[src/hw/memPkg.sv]
package memPkg;

   localparam int opcodeBits = 6;
   localparam int wordBits   = 32;
   localparam int byteBits   = 8;
   localparam int laneCount  = wordBits / byteBits;
   localparam int offsetBits = $clog2(laneCount);

   typedef logic [opcodeBits-1:0] opcodeT;
   typedef logic [wordBits-1:0]   wordT;
   typedef logic [laneCount-1:0]  byteEnT;   // bit 3 is the byte at offset 0
   typedef logic [offsetBits-1:0] offsetT;

   // idle value of the registered load opcode
   localparam opcodeT opNone = 6'h00;

   // MIPS load opcodes
   localparam opcodeT opLb  = 6'h20;
   localparam opcodeT opLh  = 6'h21;
   localparam opcodeT opLw  = 6'h23;
   localparam opcodeT opLbu = 6'h24;
   localparam opcodeT opLhu = 6'h25;

   // MIPS store opcodes
   localparam opcodeT opSb  = 6'h28;
   localparam opcodeT opSh  = 6'h29;
   localparam opcodeT opSw  = 6'h2B;

endpackage

[src/hw/storeAlign.sv]
`timescale 1ns/1ns

module storeAlign (
   input  memPkg::opcodeT opcode,
   input  memPkg::wordT   storeData,
   output memPkg::wordT   writeData
);

   logic [7:0]  storeByte;
   logic [15:0] storeHalf;

   assign storeByte = storeData[7:0];
   assign storeHalf = storeData[15:0];

   // copy the value onto every lane it may go to
   // the byte enables pick the lane that is actually written
   always_comb begin
      case (opcode)
         memPkg::opSb: writeData = {4{storeByte}};
         memPkg::opSh: writeData = {2{storeHalf}};
         default:      writeData = storeData;   // sw, or no store at all
      endcase
   end

endmodule

[config.mk]
export PLATFORM = sky130hd
export DESIGN_NAME = storeAlign
export DESIGN_NICKNAME = d
export VERILOG_FILES = /design/src/hw/memPkg.sv /design/src/hw/storeAlign.sv
export SDC_FILE = /design/constraint.sdc
export NUM_CORES = 1
export LEC_CHECK = 0
export ABC_AREA = 1
export BUFFER_PORTS_ARGS = -buffer_cell sky130_fd_sc_hd__clkbuf_2
export CAP_MARGIN = 25
export CORE_UTILIZATION = 36
export DETAILED_ROUTE_END_ITERATION = 6
export PLACE_DENSITY = 0.88
export SYNTH_ARGS = -nofsm -noshare
export SYNTH_HDL_FRONTEND = slang
export SYNTH_SLANG_ARGS = --single-unit
[constraint.sdc]
create_clock -name vclk -period 2.2
set_clock_uncertainty 0.1 [all_clocks]
set_input_delay 0.44 -clock vclk [all_inputs]
set_output_delay 0.44 -clock vclk [all_outputs]
set_load 0.05 [all_outputs]
Yosys cells after proc, flatten, opt, wreduce, memory -nomap -nowiden
Index checks and enable logic that the tools add are counted.
{ "word_totals": {"out_inout_bits": 32, "elab_cells": 3, "in_bits": 38, "ff_bits": 0} }
{ "op_classes": {"mux": 1, "eq_ne": 2} }
{ "ops": {"columns": ["cell", "count"], "rows": [
  ["$pmux W32 S2", 1],
  ["$eq A6 B6 Y1 const B", 2]
]} }

Depth between registers and ports, before layout
{ "logic_depth": {"word_depth": 2, "depth_mapped": 6, "mapped_depth_nobuf": 5} }

Worst setup path before layout
No wires, ideal clock.
{ "synth_path": {"path_kind": "input-to-output", "from": "input port opcode[3]", "to": "output port writeData[10]", "required_time_ps": 1660, "cell_stages": 5, "n_path_buf": 1, "setup_slack_ps": 332, "arrival_ps": 1328, "cell_sequence": "nand2_1 > inv_2 > buf_2 > nand4_1 > nand3_1"} }
{ "synth_between": {"elab_chain_len": 2, "word_cells_on_any_way": 3, "classes_between": "eq/ne (2); mux (1)"} }
{ "synth_lines": {"columns": ["element", "line_no", "rtl"], "rows": [
  ["start, declared", "storeAlign.sv:4", "input memPkg::opcodeT opcode,"],
  ["$eq A6 B6 Y1", "storeAlign.sv:18", "case (opcode)"],
  ["$pmux W32 S2 (*)", "storeAlign.sv:18", null],
  ["end, declared", "storeAlign.sv:6", "output memPkg::wordT writeData"]
]} }
Mark *: on every way between the ends. The rest lies on a longest branch, timed or not.

Worst setup path in the final report
{ "layout_path": {"from": "input port opcode[4]", "to": "output port writeData[13]"} }
Same word-level chain as after synthesis.

==> results.md <==
* Status: completed
* Critical Path AT at 1560 ps
* Initial antenna violation count at 0
* Worst-path maximum fanout at 16
* Final Critical Period at 2099 ps
* GPL Wtd Cong at 0.5979
* Post-synthesis compound-gate area fraction at 0.1305
* CORE AREA at between 1000 and 1500 µm²
* Number of max-cap violations at 0
* Final TNS setup at 0 ps
* DR vias at roughly 880
* Via/cell ratio at 5.188
* Largest family of logic cells by synthesized area: simple AND/OR/NAND/NOR gates
* CP cell instances: clkbuf_2, nor2_8, nand3_2, nand2_1, nand3_1, clkbuf_2
* Syn nets at approximately 130
* Vias in the first global route at around 570
* Wirelength, routed at 1784 µm
* Yosys warns at 0
* First-pass GRT wire length at roughly 2200 µm
* Hold Vio Cnt, Final at 0
* Sequential cell count at 0
* HPWL after DPL at 1405 µm
* Syn_area_per_cell at 5.772 µm²
* Die ar. at approximately 1600 µm²
* Most common cell after layout, fill and taps aside: clkbuf_2
* Hold-fix buffers, CTS at 0
* Count of different cell masters after synthesis at 12
* Post-CTS setup repair buffer count at 0
* Power Dens Cells at approximately 320 nW/µm²
* Worst hold path type: primary input to output port
* PortBufs at 70
* Gr usage total at 0.1872
* Max Freq at 476.5 MHz
* Layout cell share with drive strength beyond 1 at 0.5548
* Clock buffer count in the final layout at 0
* Die Width at 40.62 µm
* Most frequent CP cell: clkbuf_2
* NumNets Final at 195
* Antenna diodes at 0
* Wirelength per Cell at roughly 10 µm
* Seq/Total Area, Yosys at 0
* WP data required at 1660 ps
* Cell family contributing the most delay on the critical path: simple AND/OR/NAND/NOR gates
* RSZ-0062 raised after global routing: false
* DR iter-0 viols at 16
* Period utilisation layout at 0.9539
* Die height at 40.62 µm
* Slew Limit Fails at 0
* Total gr overflow at 0
* Cells after synthesis at slightly above 90
* Adder and majority gate portion of the synthesized area at 0
* Post-Synth Simple-Gate Area at 0.5944
* Static Leak at approximately 0.57 nW
* DRT antenna net count at 0
* Worst-Margin Slew at about 330 ps
* XOR/XNOR Fraction of Synth Area at 0
* # resized after CTS at 0
* Critical path buffer and inverter count at 2
* Largest net degree at the start of global routing at 33
* CP Class: primary input to output port
* Most frequent cells in the layout: clkbuf_2 (70), nand2_1 (25), nand4_1 (16), nand3_1 (16), inv_1 (10)
* Crit path launch type: primary input
* FF+latch area at 0 µm²
* Peak VDD IR at 0.1756 mV
* Rows at 13
* Mux contribution to synthesized area at 0
* Dominant cell type by area after synthesis: nand4_1
* # fillers at 147
* Slowest-stage cell, CP: nand3_2
* First drt pass iteration count at 5
* Rel. slew slack at 0.7765
* Boundary pin count at 70
* Post-synthesis instance area at 536.8 µm²
* Synth top area share at 0.1865
* Synth-to-Final Area Change at 56.41%
* CP Capture Type: output port
* DRC at 0
* Initial Utilization at 0.3976
* Largest cells by area after synthesis: nand4_1 (19%), nand2_1 (17%), nand3_1 (15%), o21ai_2 (13%), buf_4 (13%)
* Crit-path max cell delay at 310 ps
* Final Setup Violations at 0
* Utilization after layout at 0.6219
==> final timing paths <==
check / startpoint / to / slack [ps] / depth (start not counted)
setup / recovery: opcode[4] / writeData[13] / 100 / 6
hold / removal: storeData[6] / writeData[6] / 1110 / 2
==> stage by stage <==
| step | power [mW] | instances | area (µm²) | hold WS (ps) | worst slack [ps] |
|---|---|---|---|---|---|
| 3_5_place_dp | 0.2661 | 169 | 829.5 | 1107 | 33.18 |
| 3_3_place_gp | 0.2625 | 169 | 829.5 | 1106 | 84.98 |
| 4_1_cts | 0.2669 | 169 | 829.5 | 1108 | 28.65 |
| 2_1_floorplan | 0.1959 | 93 | 536.8 | 947.1 | 332.4 |
| 6_report | 0.2676 | 170 | 839.6 | 1107 | 101.4 |
| 5_1_grt | 0.2856 | 170 | 839.6 | 1116 | 3.207 |
==> area by class of cell <==
cell class / count / area [µm²] / area share
inverter: 11 / 41.29 / 0.04918
multi-input combinational: 70 / 399.1 / 0.4754
tap: 15 / 18.77 / 0.02235
timing repair buffer: 74 / 380.4 / 0.4531
==> cell usage after synthesis <==
| library cell | number |
|---|---|
| buf_4 | 9 |
| nand3_1 | 16 |
| buf_6 | 3 |
| inv_2 | 1 |
| o21ai_2 | 8 |
| buf_2 | 1 |
| nand2_1 | 25 |
| nor2_1 | 2 |
| nor2_8 | 1 |
| nand4_1 | 16 |
| nand3_4 | 1 |
| inv_1 | 10 |
==> routing by layer <==
metal | wire (µm) | vias up | global-route usage
met4 | 0 | 0 | 0
met3 | 110 | 0 | 0
met1 | 677 | 386 | 0.1955
met5 | 0 | - | 0
li1 | - | 443 | -
met2 | 997 | 53 | 0.4206
==> cell families after synthesis <==
| logic type | after synthesis |
|---|---|
| AO/OA/AOI/OAI | 8 |
| buffers and inverters | 24 |
| AND/OR/NAND/NOR | 61 |
==> power breakdown <==
group / switching, mW / internal (mW) / total [mW]
Sequential: 0 / 0 / 0
Clock: 0 / 0 / 0
Combinational: 0.196 / 0.0719 / 0.268
Power figures use the tool's default switching activity.
