[src/hw/memPkg.sv]
package memPkg;

   localparam int opcodeBits = 6;
   localparam int wordBits   = 32;
   localparam int byteBits   = 8;
   localparam int laneCount  = wordBits / byteBits;
   localparam int offsetBits = $clog2(laneCount);

   typedef logic [opcodeBits-1:0] opcodeT;
   typedef logic [wordBits-1:0]   wordT;
   typedef logic [laneCount-1:0]  byteEnT;   // bit 3 is the byte at offset 0
   typedef logic [offsetBits-1:0] offsetT;

   // idle value of the registered load opcode
   localparam opcodeT opNone = 6'h00;

   // MIPS load opcodes
   localparam opcodeT opLb  = 6'h20;
   localparam opcodeT opLh  = 6'h21;
   localparam opcodeT opLw  = 6'h23;
   localparam opcodeT opLbu = 6'h24;
   localparam opcodeT opLhu = 6'h25;

   // MIPS store opcodes
   localparam opcodeT opSb  = 6'h28;
   localparam opcodeT opSh  = 6'h29;
   localparam opcodeT opSw  = 6'h2B;

endpackage

[src/hw/loadExtract.sv]
`timescale 1ns/1ns

module loadExtract (
   input  memPkg::opcodeT loadOp,
   input  memPkg::offsetT loadOffset,
   input  memPkg::wordT   rData,
   output memPkg::wordT   loadData
);

   logic [7:0]  selByte;
   logic [15:0] selHalf;

   // big-endian lanes, offset 0 is the top byte
   always_comb begin
      case (loadOffset)
         2'b00:   selByte = rData[31:24];
         2'b01:   selByte = rData[23:16];
         2'b10:   selByte = rData[15:8];
         default: selByte = rData[7:0];
      endcase
   end

   assign selHalf = loadOffset[1] ? rData[15:0] : rData[31:16];

   always_comb begin
      case (loadOp)
         memPkg::opLb:   loadData = {{24{selByte[7]}}, selByte};
         memPkg::opLbu:  loadData = {24'b0, selByte};
         memPkg::opLh:   loadData = {{16{selHalf[15]}}, selHalf};
         memPkg::opLhu:  loadData = {16'b0, selHalf};
         memPkg::opNone: loadData = '0;   // idle after reset
         default:        loadData = rData;   // lw and the rest
      endcase
   end

endmodule

[config.mk]
export PLATFORM = sky130hd
export DESIGN_NAME = loadExtract
export DESIGN_NICKNAME = d
export VERILOG_FILES = /design/src/hw/memPkg.sv /design/src/hw/loadExtract.sv
export SDC_FILE = /design/constraint.sdc
export NUM_CORES = 1
export LEC_CHECK = 0
export ABC_AREA = 0
export BUFFER_PORTS_ARGS = -buffer_cell sky130_fd_sc_hd__clkbuf_2
export CAP_MARGIN = 0
export CORE_MARGIN = 8
export CORE_UTILIZATION = 30
export DETAILED_ROUTE_END_ITERATION = 16
export MAX_ROUTING_LAYER = met4
export PLACE_DENSITY = 0.72
export SYNTH_ARGS = -nofsm -noshare
export SYNTH_HDL_FRONTEND = slang
export SYNTH_SLANG_ARGS = --single-unit
[constraint.sdc]
create_clock -name vclk -period 1.2
set_input_delay 0.06 -clock vclk [all_inputs]
set_output_delay 0.06 -clock vclk [all_outputs]
set_load 0.05 [all_outputs]
==> results_dict.tcl, run 1 <==
set metrics [dict create \
    run_status "stopped before the end" \
    haltStage "4_1_cts" \
    error_line "[ERROR DPL-0038] Utilization greater than 100%, impossible to legalize" \
    portBuffers 72 \
    synth_area_um2 708 \
    synth_top_family_by_area "compound AO/OA/AOI/OAI gates" \
    seq_area_frac_synth_pct 0 \
    postCtsSetupBuffers 6 \
    yosys.area_share.adder_pct 0 \
    syn-instance-count 71 \
    avgSynthCellArea_um2 9.97 \
    synth_simple_gate_area_share_pct 16.4 \
    ios 72 \
    die_x_um 64.6 \
    ctsResizeCount 50 \
    synth_nets 111 \
    synth.distinct_cells 21 \
    synth_compound_area_share_pct 45.9 \
    yosys_warnings 0 \
    hpwl_um 4080 \
    gp_congestion 0.966 \
    die_h_um 64.6 \
    start_util_pct 31.7 \
    synth_mux_area_share_pct 27.0 \
    holdBufCountCts 0 \
    num_rows 17 \
    synthXorXnorAreaFrac_pct 0 \
]
cells by family after synthesis:
kind of cell / Yosys count
AOI/OAI and AO/OA: 35
and+or+nand+nor: 15
buffers and inverters: 12
muxes: 9
stage by stage:
step / worst slack [ps] / setup TNS [ps] / instance area [um^2] / util (%) / cells
after floorplan: -155 / -3820 / 1090 / - / 71
after global placement: -379 / -10220 / 2000 / 89.5 / 203
after detailed placement: -504 / -12680 / 2000 / 89.5 / 203
cells in the mapped netlist:
master	number	area share (%)
nor2_2	1	0.88
nor3_1	1	0.71
clkbuf_1	3	1.6
inv_1	2	1.1
buf_6	3	4.8
and3_1	7	6.2
nor2_1	1	0.53
o21ai_1	1	0.71
o2bb2ai_1	16	20
nor3b_4	1	2.7
and3_2	1	1.1
o211ai_1	1	1.1
buf_4	1	1.1
nand3_1	1	0.71
mux4_2	8	25
and4_4	1	1.6
nor4b_2	1	2.1
o211ai_2	1	1.8
a221o_1	16	23
mux2_2	1	1.6
buf_2	3	2.1
==> run 2, diff against run 1 <==
- CORE_AREA: not set -> 8 8 69 71
- CORE_MARGIN: 8 -> not set
- CORE_UTILIZATION: 30 -> not set
- DIE_AREA: not set -> 0 0 77 79
- MAX_ROUTING_LAYER: met4 -> not set
- PLACE_DENSITY: 0.72 -> not set
- PLACE_DENSITY_LB_ADDON: not set -> 0.15
- clock period: 1.2 -> 1.6 ns (I/O delays scaled with it)
==> results_dict.tcl, run 2 <==
set metrics [dict create \
    run_status "finished clean" \
    syn-instance-count 71 \
    grt.overflow.total 0 \
    path_buf_inv 3 \
    hold_slack_ps 574 \
    viasPerCell 5.26 \
    final_common_cell "clkbuf_2" \
    synth_compound_area_share_pct 45.9 \
    grt_util_all_layers_pct 11.4 \
    yosys.area.top_type "mux4_2" \
    finalWirelength_um 3800 \
    grt_max_degree 17 \
    core_um2 3800 \
    yosys.area_share.adder_pct 0 \
    n_fill_cell 389 \
    ios 72 \
    hold_path.class "in2out" \
    synth_area_um2 708 \
    gp_congestion 0.703 \
    antenna_cells 0 \
    criticalPathCategory "in2out" \
    synth_simple_gate_area_share_pct 16.4 \
    crit_chain "buf_6, buf_12, mux4_2, and3_4, a221o_1, buf_12" \
    dr.pass1.iters 4 \
    crit_slowest_cell "mux4_2" \
    num_rows 23 \
    synth_top_family_by_area "compound AO/OA/AOI/OAI gates" \
    worst_slack_ps 74.9 \
    ys_top_cells_by_area "mux4_2 (25%), a221o_1 (23%), o2bb2ai_1 (20%), and3_1 (6.2%), buf_6 (4.8%)" \
    antenna_found_initial 0 \
    first_iter_violations 66 \
    final_util_pct 45.2 \
    area_growth_pct 142 \
    post-route-period-util_pct 95.3 \
    setup_viol 0 \
    crit_fanout 5 \
    dp.cells 196 \
    leakage_nw 0.791 \
    pre_cts_ws_ps -2.59 \
    wl_per_cell_um 19.0 \
    synth_nets 111 \
    crit_path_frequent_cell "buf_12" \
    fmax_mhz 656 \
    grt_pass1_wl_um 5860 \
    grt_pass1_vias 1093 \
    design_area_um2 1720 \
    tns_ps 0 \
    arrival_ps 1450 \
    layout_common_cells "clkbuf_2 (39), buf_12 (33), a221o_1 (16), o2bb2ai_1 (16), buf_4 (14)" \
    total_power_mw 0.726 \
    clockBufferCount 0 \
    end_kind "output pin" \
    start_kind "primary input" \
    die-area_um2 6080 \
    max-vdd-ir-drop_mv 0.139 \
    dpl_cell_area_um2 1650 \
    hpwl_um 3110 \
    via_count 1052 \
    crit_start "loadOffset[1]" \
    yosys_warnings 0 \
    drive_gt1_share_pct 70.0 \
    slew_headroom_pct 77.2 \
    flops_and_latches 0 \
    cp_top_family "multiplexers" \
    layout.cells.non_filler 200 \
    yosys-top-cells-count "a221o_1 (16), o2bb2ai_1 (16), mux4_2 (8), and3_1 (7)" \
    drcViolationCount 0 \
    die_h_um 79 \
    antenna_left 0 \
    portBuffers 72 \
    seqCellArea_um2 0 \
    maxCapViolations 0 \
    critical_path.max_stage_delay_ps 500 \
    die_x_um 77 \
    synth_top_area_share_pct 25.4 \
    critPathRequiredTime_ps 1520 \
    report.final.slew_viol_count 0 \
    multi_input_comb_area_um2 638 \
    hold_viol 0 \
    synth.distinct_cells 21 \
    period_minus_slack_ps 1530 \
    cellPowerDensity_nw_per_um2 423 \
    avgSynthCellArea_um2 9.97 \
    synthXorXnorAreaFrac_pct 0 \
    min_from "rData[5]" \
    rsz0062_at_grt "false" \
    start_util_pct 18.6 \
    seq_area_frac_synth_pct 0 \
    fin_nets 192 \
    worstMarginPinSlew_ps 341 \
    synth_mux_area_share_pct 27.0 \
]
[run 2: cell counts after synthesis]
Identical to the previous run, type by type.
[run 2: layout make-up]
class	instances	share of cell area, %
inverters	2	0.437
well taps	50	3.64
multi-input cells	59	37.2
repair buffers	89	58.7
[run 2: power by group]
part	switching, mW	internal, mW	total (mW)
combinational	0.369	0.357	0.726
sequential	0	0	0
clock	0	0	0
total	0.369	0.357	0.726
[run 2: timing repair]
item | 4_1_cts | 5_1_grt
endpoints found under the setup margin | 1 | 26
hold buffers | 0 | 0
gates resized for setup | 0 | 6
gates cloned | 0 | 1
pin swaps | 0 | 1
setup buffers | 1 | 2
[run 2: worst paths after layout]
kind | endpoint | slack (ps) | cells after the start
worst min-delay path | loadData[5] | 570 | 3
worst max-delay path | loadData[5] | 70 | 6
[run 2: cells by family after synthesis]
| family | after synthesis |
|---|---|
| mux | 9 |
| simple gates | 15 |
| compound gates | 35 |
| buf+inv | 12 |
[run 2: routing by layer]
layer  GRT usage [%]  vias up  routed length [um]
li1                -      493                   -
met1            14.1      513                1630
met2            20.6       46                1870
met3            3.05        0                 305
met4               0        0                   0
met5               0        -                   0
No activity file was read; power rests on OpenSTA's default activity.
