<file path="src/hw/memPkg.sv">
package memPkg;

   localparam int opcodeBits = 6;
   localparam int wordBits   = 32;
   localparam int byteBits   = 8;
   localparam int laneCount  = wordBits / byteBits;
   localparam int offsetBits = $clog2(laneCount);

   typedef logic [opcodeBits-1:0] opcodeT;
   typedef logic [wordBits-1:0]   wordT;
   typedef logic [laneCount-1:0]  byteEnT;   // bit 3 is the byte at offset 0
   typedef logic [offsetBits-1:0] offsetT;

   // idle value of the registered load opcode
   localparam opcodeT opNone = 6'h00;

   // MIPS load opcodes
   localparam opcodeT opLb  = 6'h20;
   localparam opcodeT opLh  = 6'h21;
   localparam opcodeT opLw  = 6'h23;
   localparam opcodeT opLbu = 6'h24;
   localparam opcodeT opLhu = 6'h25;

   // MIPS store opcodes
   localparam opcodeT opSb  = 6'h28;
   localparam opcodeT opSh  = 6'h29;
   localparam opcodeT opSw  = 6'h2B;

endpackage

</file>
<file path="src/hw/writeEnCtrl.sv">
`timescale 1ns/1ns

module writeEnCtrl (
   input  logic           clk,
   input  logic           rstN,
   input  memPkg::opcodeT opcode,
   input  logic [3:0]     addrNibble,   // aluOut[31:28]
   input  memPkg::offsetT offset,
   input  logic           stall,
   output memPkg::byteEnT dataWe,
   output memPkg::byteEnT instrWe,
   output memPkg::opcodeT loadOp,
   output memPkg::offsetT loadOffset
);

   logic           isDataSpace;
   logic           isInstrSpace;
   memPkg::byteEnT laneEn;

   // byte enables for a store, independent of the target space
   function automatic memPkg::byteEnT storeLanes(input memPkg::opcodeT op,
                                                 input memPkg::offsetT off);
      memPkg::byteEnT lanes;
      lanes = '0;
      case (op)
         memPkg::opSb: begin
            case (off)
               2'b00: lanes = 4'b1000;   // big-endian, offset 0 is msb
               2'b01: lanes = 4'b0100;
               2'b10: lanes = 4'b0010;
               2'b11: lanes = 4'b0001;
               default: lanes = '0;
            endcase
         end
         memPkg::opSh: begin
            if (off[1]) begin
               lanes = 4'b0011;
            end else begin
               lanes = 4'b1100;
            end
         end
         memPkg::opSw: lanes = 4'b1111;
         default:      lanes = '0;    // not a store
      endcase
      return lanes;
   endfunction

   // 0x3 falls in both spaces, so both memories take that store
   assign isDataSpace  = !addrNibble[3] && !addrNibble[2] && addrNibble[0];
   assign isInstrSpace = !addrNibble[3] && addrNibble[1];

   assign laneEn = storeLanes(opcode, offset);

   always_comb begin
      dataWe  = '0;
      instrWe = '0;
      if (!stall) begin   // a stalled store must not land
         if (isDataSpace) begin
            dataWe = laneEn;
         end
         if (isInstrSpace) begin
            instrWe = laneEn;
         end
      end
   end

   // load controls follow the data memory read by one cycle
   always_ff @(posedge clk or negedge rstN) begin
      if (!rstN) begin
         loadOp     <= memPkg::opNone;
         loadOffset <= '0;
      end else begin
         loadOp     <= opcode;
         loadOffset <= offset;
      end
   end

endmodule

</file>
<file path="config.mk">
export PLATFORM = sky130hd
export DESIGN_NAME = writeEnCtrl
export DESIGN_NICKNAME = d
export VERILOG_FILES = /design/src/hw/memPkg.sv /design/src/hw/writeEnCtrl.sv
export SDC_FILE = /design/constraint.sdc
export NUM_CORES = 1
export LEC_CHECK = 0
export BUFFER_PORTS_ARGS = -buffer_cell sky130_fd_sc_hd__buf_2
export CELL_PAD_IN_SITES_DETAIL_PLACEMENT = 0
export CELL_PAD_IN_SITES_GLOBAL_PLACEMENT = 2
export CORE_UTILIZATION = 17
export CTS_CLUSTER_DIAMETER = 40
export DETAILED_ROUTE_END_ITERATION = 10
export PLACE_DENSITY_LB_ADDON = 0.1
export SLEW_MARGIN = 20
export SYNTH_ARGS = -nofsm -noshare
export SYNTH_HDL_FRONTEND = slang
export SYNTH_SLANG_ARGS = --single-unit
</file>
<file path="constraint.sdc">
create_clock -name clk -period 1.1 [get_ports clk]
set_clock_uncertainty 0.15 [all_clocks]
set_input_delay 0.11 -clock clk [delete_from_list [all_inputs] [get_ports clk]]
set_output_delay 0.11 -clock clk [all_outputs]
set_load 0.005 [all_outputs]
</file>
Word-level counts from Yosys, hierarchy flattened
Cells that the tools add are included.
- register bits: 8
- bits in latches: 0
- bits in writable memories: 0
- memory bits (read-only): 0
- output and inout bits: 16
- logic and storage cells: 21
- memories: 0
- $add $sub $neg: 0
- multipliers: 0
- div/mod/pow operators: 0
- order comparisons: 0
- equal/unequal tests: 6
- shift-type cells: 0
- mux-type cells: 7
- bitwise operators: 0
- reductions and logical operators: 6
- operator list (kind ; count):
    4-bit two-way mux ; 5
    6-bit equality test, second input constant ; 3
    4-bit case mux with 4 select lines ; 1
    4-bit case mux with 3 select lines ; 1
    2-bit equality test, second input constant ; 2
    1-bit logical AND ; 3
    2-bit by 1-bit equality test with 1-bit output, second input constant ; 1
    1-bit zero test ; 2
    2-bit zero test ; 1

Longest topological paths before layout
- depth after elaboration: 5
- gate-level depth with buffers: 3
- mapped depth without buffers: 3

Least setup slack after synthesis
Ideal clock, no wire load.
- path kind: input-to-output
- start point: in opcode[4]
- end point: out dataWe[0]
- arrival time: 687 ps
- slack: 153 ps
- stages: 3
- path buffers: 0
- cell sequence: and4bb_2 > nand4b_4 > nor2_1
- longest elaborated chain between the ends: 4
- RTL lines (item ; line ; text):
    from (decl) ; writeEnCtrl.sv:6 ; input memPkg::opcodeT opcode,
    6-bit equality test ; writeEnCtrl.sv:25 ; case (op)
    4-bit case mux with 3 select lines (*) ; writeEnCtrl.sv:25 ;
    4-bit two-way mux (*) ; writeEnCtrl.sv:58 ; if (isDataSpace) begin
    4-bit two-way mux (*) ; writeEnCtrl.sv:57 ; if (!stall) begin
    to (decl) ; writeEnCtrl.sv:10 ; output memPkg::byteEnT dataWe,
Every way passes the cells marked *; elsewhere a longest branch is shown, timed or not.

Final worst setup path
- start point: in opcode[4]
- end point: out dataWe[3]
Same word-level chain as after synthesis.

==> results.cfg <==
[status]
status = finished, violations left
violations = negative setup slack

[routing]
vias = 364
dr.pass1.iters = 2
ant_nets = 0
routedWlPerCell_um = 9.08
vias_per_cell = 3.75
wirelength_um = 881
drt-initial-drc-count = 1
route.detailed.drc = 0

[worst_setup_path]
start_kind = primary input
worst-setup-path-type = primary input to output pin
startpoint = opcode[4]
crit_end = dataWe[3]
cp_num_buf_inv = 2
crit_chain = buf_6, and4bb_2, nand4b_4, nor2_1, buf_2
cp_max_fo = 4
cp.depth = 5
crit_family = simple AND/OR/NAND/NOR gates
cpPeakStageDelay_ns = 0.33
required_ns = 0.84
cp_slowest_cell = and4bb_2
crit_path_end_kind = output pin
crit_arrival_ns = 0.88

[clock_network]
path_clk_slew_ns = 0.05
root_buffer = clkbuf_4
cts_made_buffers = 3
clock_sinks = 8
cts-htree-levels = 1
clk_path_buf_depth = 2
postCtsSetupRepairBufs = 0
cts_tree = done

[timing]
hold_violations = 0
rsz0062_at_grt = yes
fin_crit_ns = 1.14
slew_viol_final = 0
max_slew_margin_pct = 84.0
fin_tns_setup_ns = -0.170
setup_ws_ns = -0.0373
holdWs_ns = 0.0813
fin_crit_sh_pct = 103
tightestPinTransition_ns = 0.237
setup_violations = 8
maxClockFrequency_ghz = 0.879

[die]
num_rows = 15
ioPinCount = 31
placeableCoreArea_sq_mm = 0.00175
die_y_um = 45.4
initial_utilization_pct = 18.4
dieArea_sq_mm = 0.00206
die_w_um = 45.4

[logic_synthesis]
synth_edf_count = 0
yosysWarnings = 0
ys_ff_latch = 8
synth_top_area_cell = dfrtp_1
ys_top_cells_by_area = dfrtp_1 63%, nor2_1 11%, nand4b_4 7.4%
synth_most_common_cell = nor2_1
yosysSeqAreaShare_pct = 62.5
syn_nets = 42
ys_types = 11
avgSynthCellArea_sq_um = 11.9
async_reset_ff_share_pct = 100
synth_common_cells = 9 x nor2_1, 8 x dfrtp_1, 2 x o21ai_0
synth_top_area_share_pct = 62.5
yosys_most_used_dff = dfrtp_1
synth_area_sq_um = 320
synth_cells = 27

[power_and_ir_drop]
ir_drop_mv = 0.236
power_density_mw_per_mm2 = 994
leakage_nw = 0.349

[run]
drv_cap = 0

[cells_and_area]
syn_to_final_growth_pct = 103
fin_area_sq_um = 649
layout-drive-gt1-share_pct = 54.2
n_antenna_cell = 0
nets = 89
fill_cells = 182

[place]
dpl_cell_area_sq_um = 524
port_buffers = 30
dp_hpwl_um = 665
pre_cts_slack_ns = -0.0858
routabilityCongestion = 0.623

[hold_path]
hp-class = primary input to asynchronous set/reset pin

[global_routing]
track_usage_pct = 10.1
grt-ovfl-total = 0
antenna_found_initial = 0
grt_pass1_vias = 347
grt_pass1_wl_um = 1410
grt_start_max_net_pins = 9
==> cells by family (layout without fill, tap and decap cells) <==
group | count (synthesis) | count (layout) | synth area share [%]
compound gates | 4 | 4 | 7.42
buf+inv | 0 | 45 | 0
flops | 8 | 8 | 62.5
simple gates | 15 | 15 | 30.1
==> through the flow <==
| step | power, mW | cells | util [%] |
|---|---|---|---|
| 2_1_floorplan | 0.342 | 27 | - |
| 3_3_place_gp | 0.406 | 85 | 30.0 |
| 3_5_place_dp | 0.406 | 85 | 30.0 |
| 4_1_cts | 0.647 | 97 | 37.2 |
| 6_report | 0.645 | 97 | 37.2 |
| 5_1_grt | 0.694 | 97 | 37.2 |
==> registers in the layout (all words and copies together) (netlist names) <==
register,count
loadOp,6
loadOffset,2
==> worst min path at each step <==
| stage | depth (start not counted) | end |
|---|---|---|
| detailed placement | 1 | loadOp[3] |
| global route | 2 | loadOp[5] |
| finish | 2 | loadOp[2] |
| floorplan | 0 | loadOffset[0] |
| global placement | 1 | loadOp[3] |
| CTS | 2 | loadOp[3] |
==> cell usage in the layout, fill, tap and decap left out, types with 2 or more instances in the layout <==
cell	synthesis	routed
dlygate4sd3_1	0	9
buf_2	0	28
buf_6	0	2
nor2_1	9	9
buf_4	0	3
dfrtp_1	8	8
clkbuf_4	0	3
==> final cells by class <==
| class | count | area (sq um) | area share (%) |
|---|---|---|---|
| repair buffers | 42 | 275 | 42.4 |
| flip-flops and latches | 8 | 200 | 30.8 |
| multi-input cells | 19 | 120 | 18.5 |
| well taps | 25 | 31.3 | 4.82 |
| clock buffers | 3 | 22.5 | 3.47 |
==> per-layer routing <==
metal / track usage (%) / routed length, um / up-vias
met5: 0 / 0 / -
met3: 2.38 / 61 / 0
met1: 11.1 / 372 / 161
met2: 16.9 / 447 / 21
met4: 7.27 / 0 / 0
li1: - / - / 182
==> report_power, final <==
group	switching, mW	total [mW]	internal, mW
Clock	0.0923	0.217	0.124
Sequential	0.00306	0.312	0.309
Combinational	0.0460	0.116	0.0702
==> repair_timing <==
action / CTS / global route
endpoints found under the setup margin: 8 / 8
pin swaps: 6 / 1
endpoints found under the hold margin: 16 / 0
gates cloned: 0 / 0
gates resized for setup: 2 / 1
hold buffers: 9 / 0
Note: power is estimated with default switching activity, not from simulation.
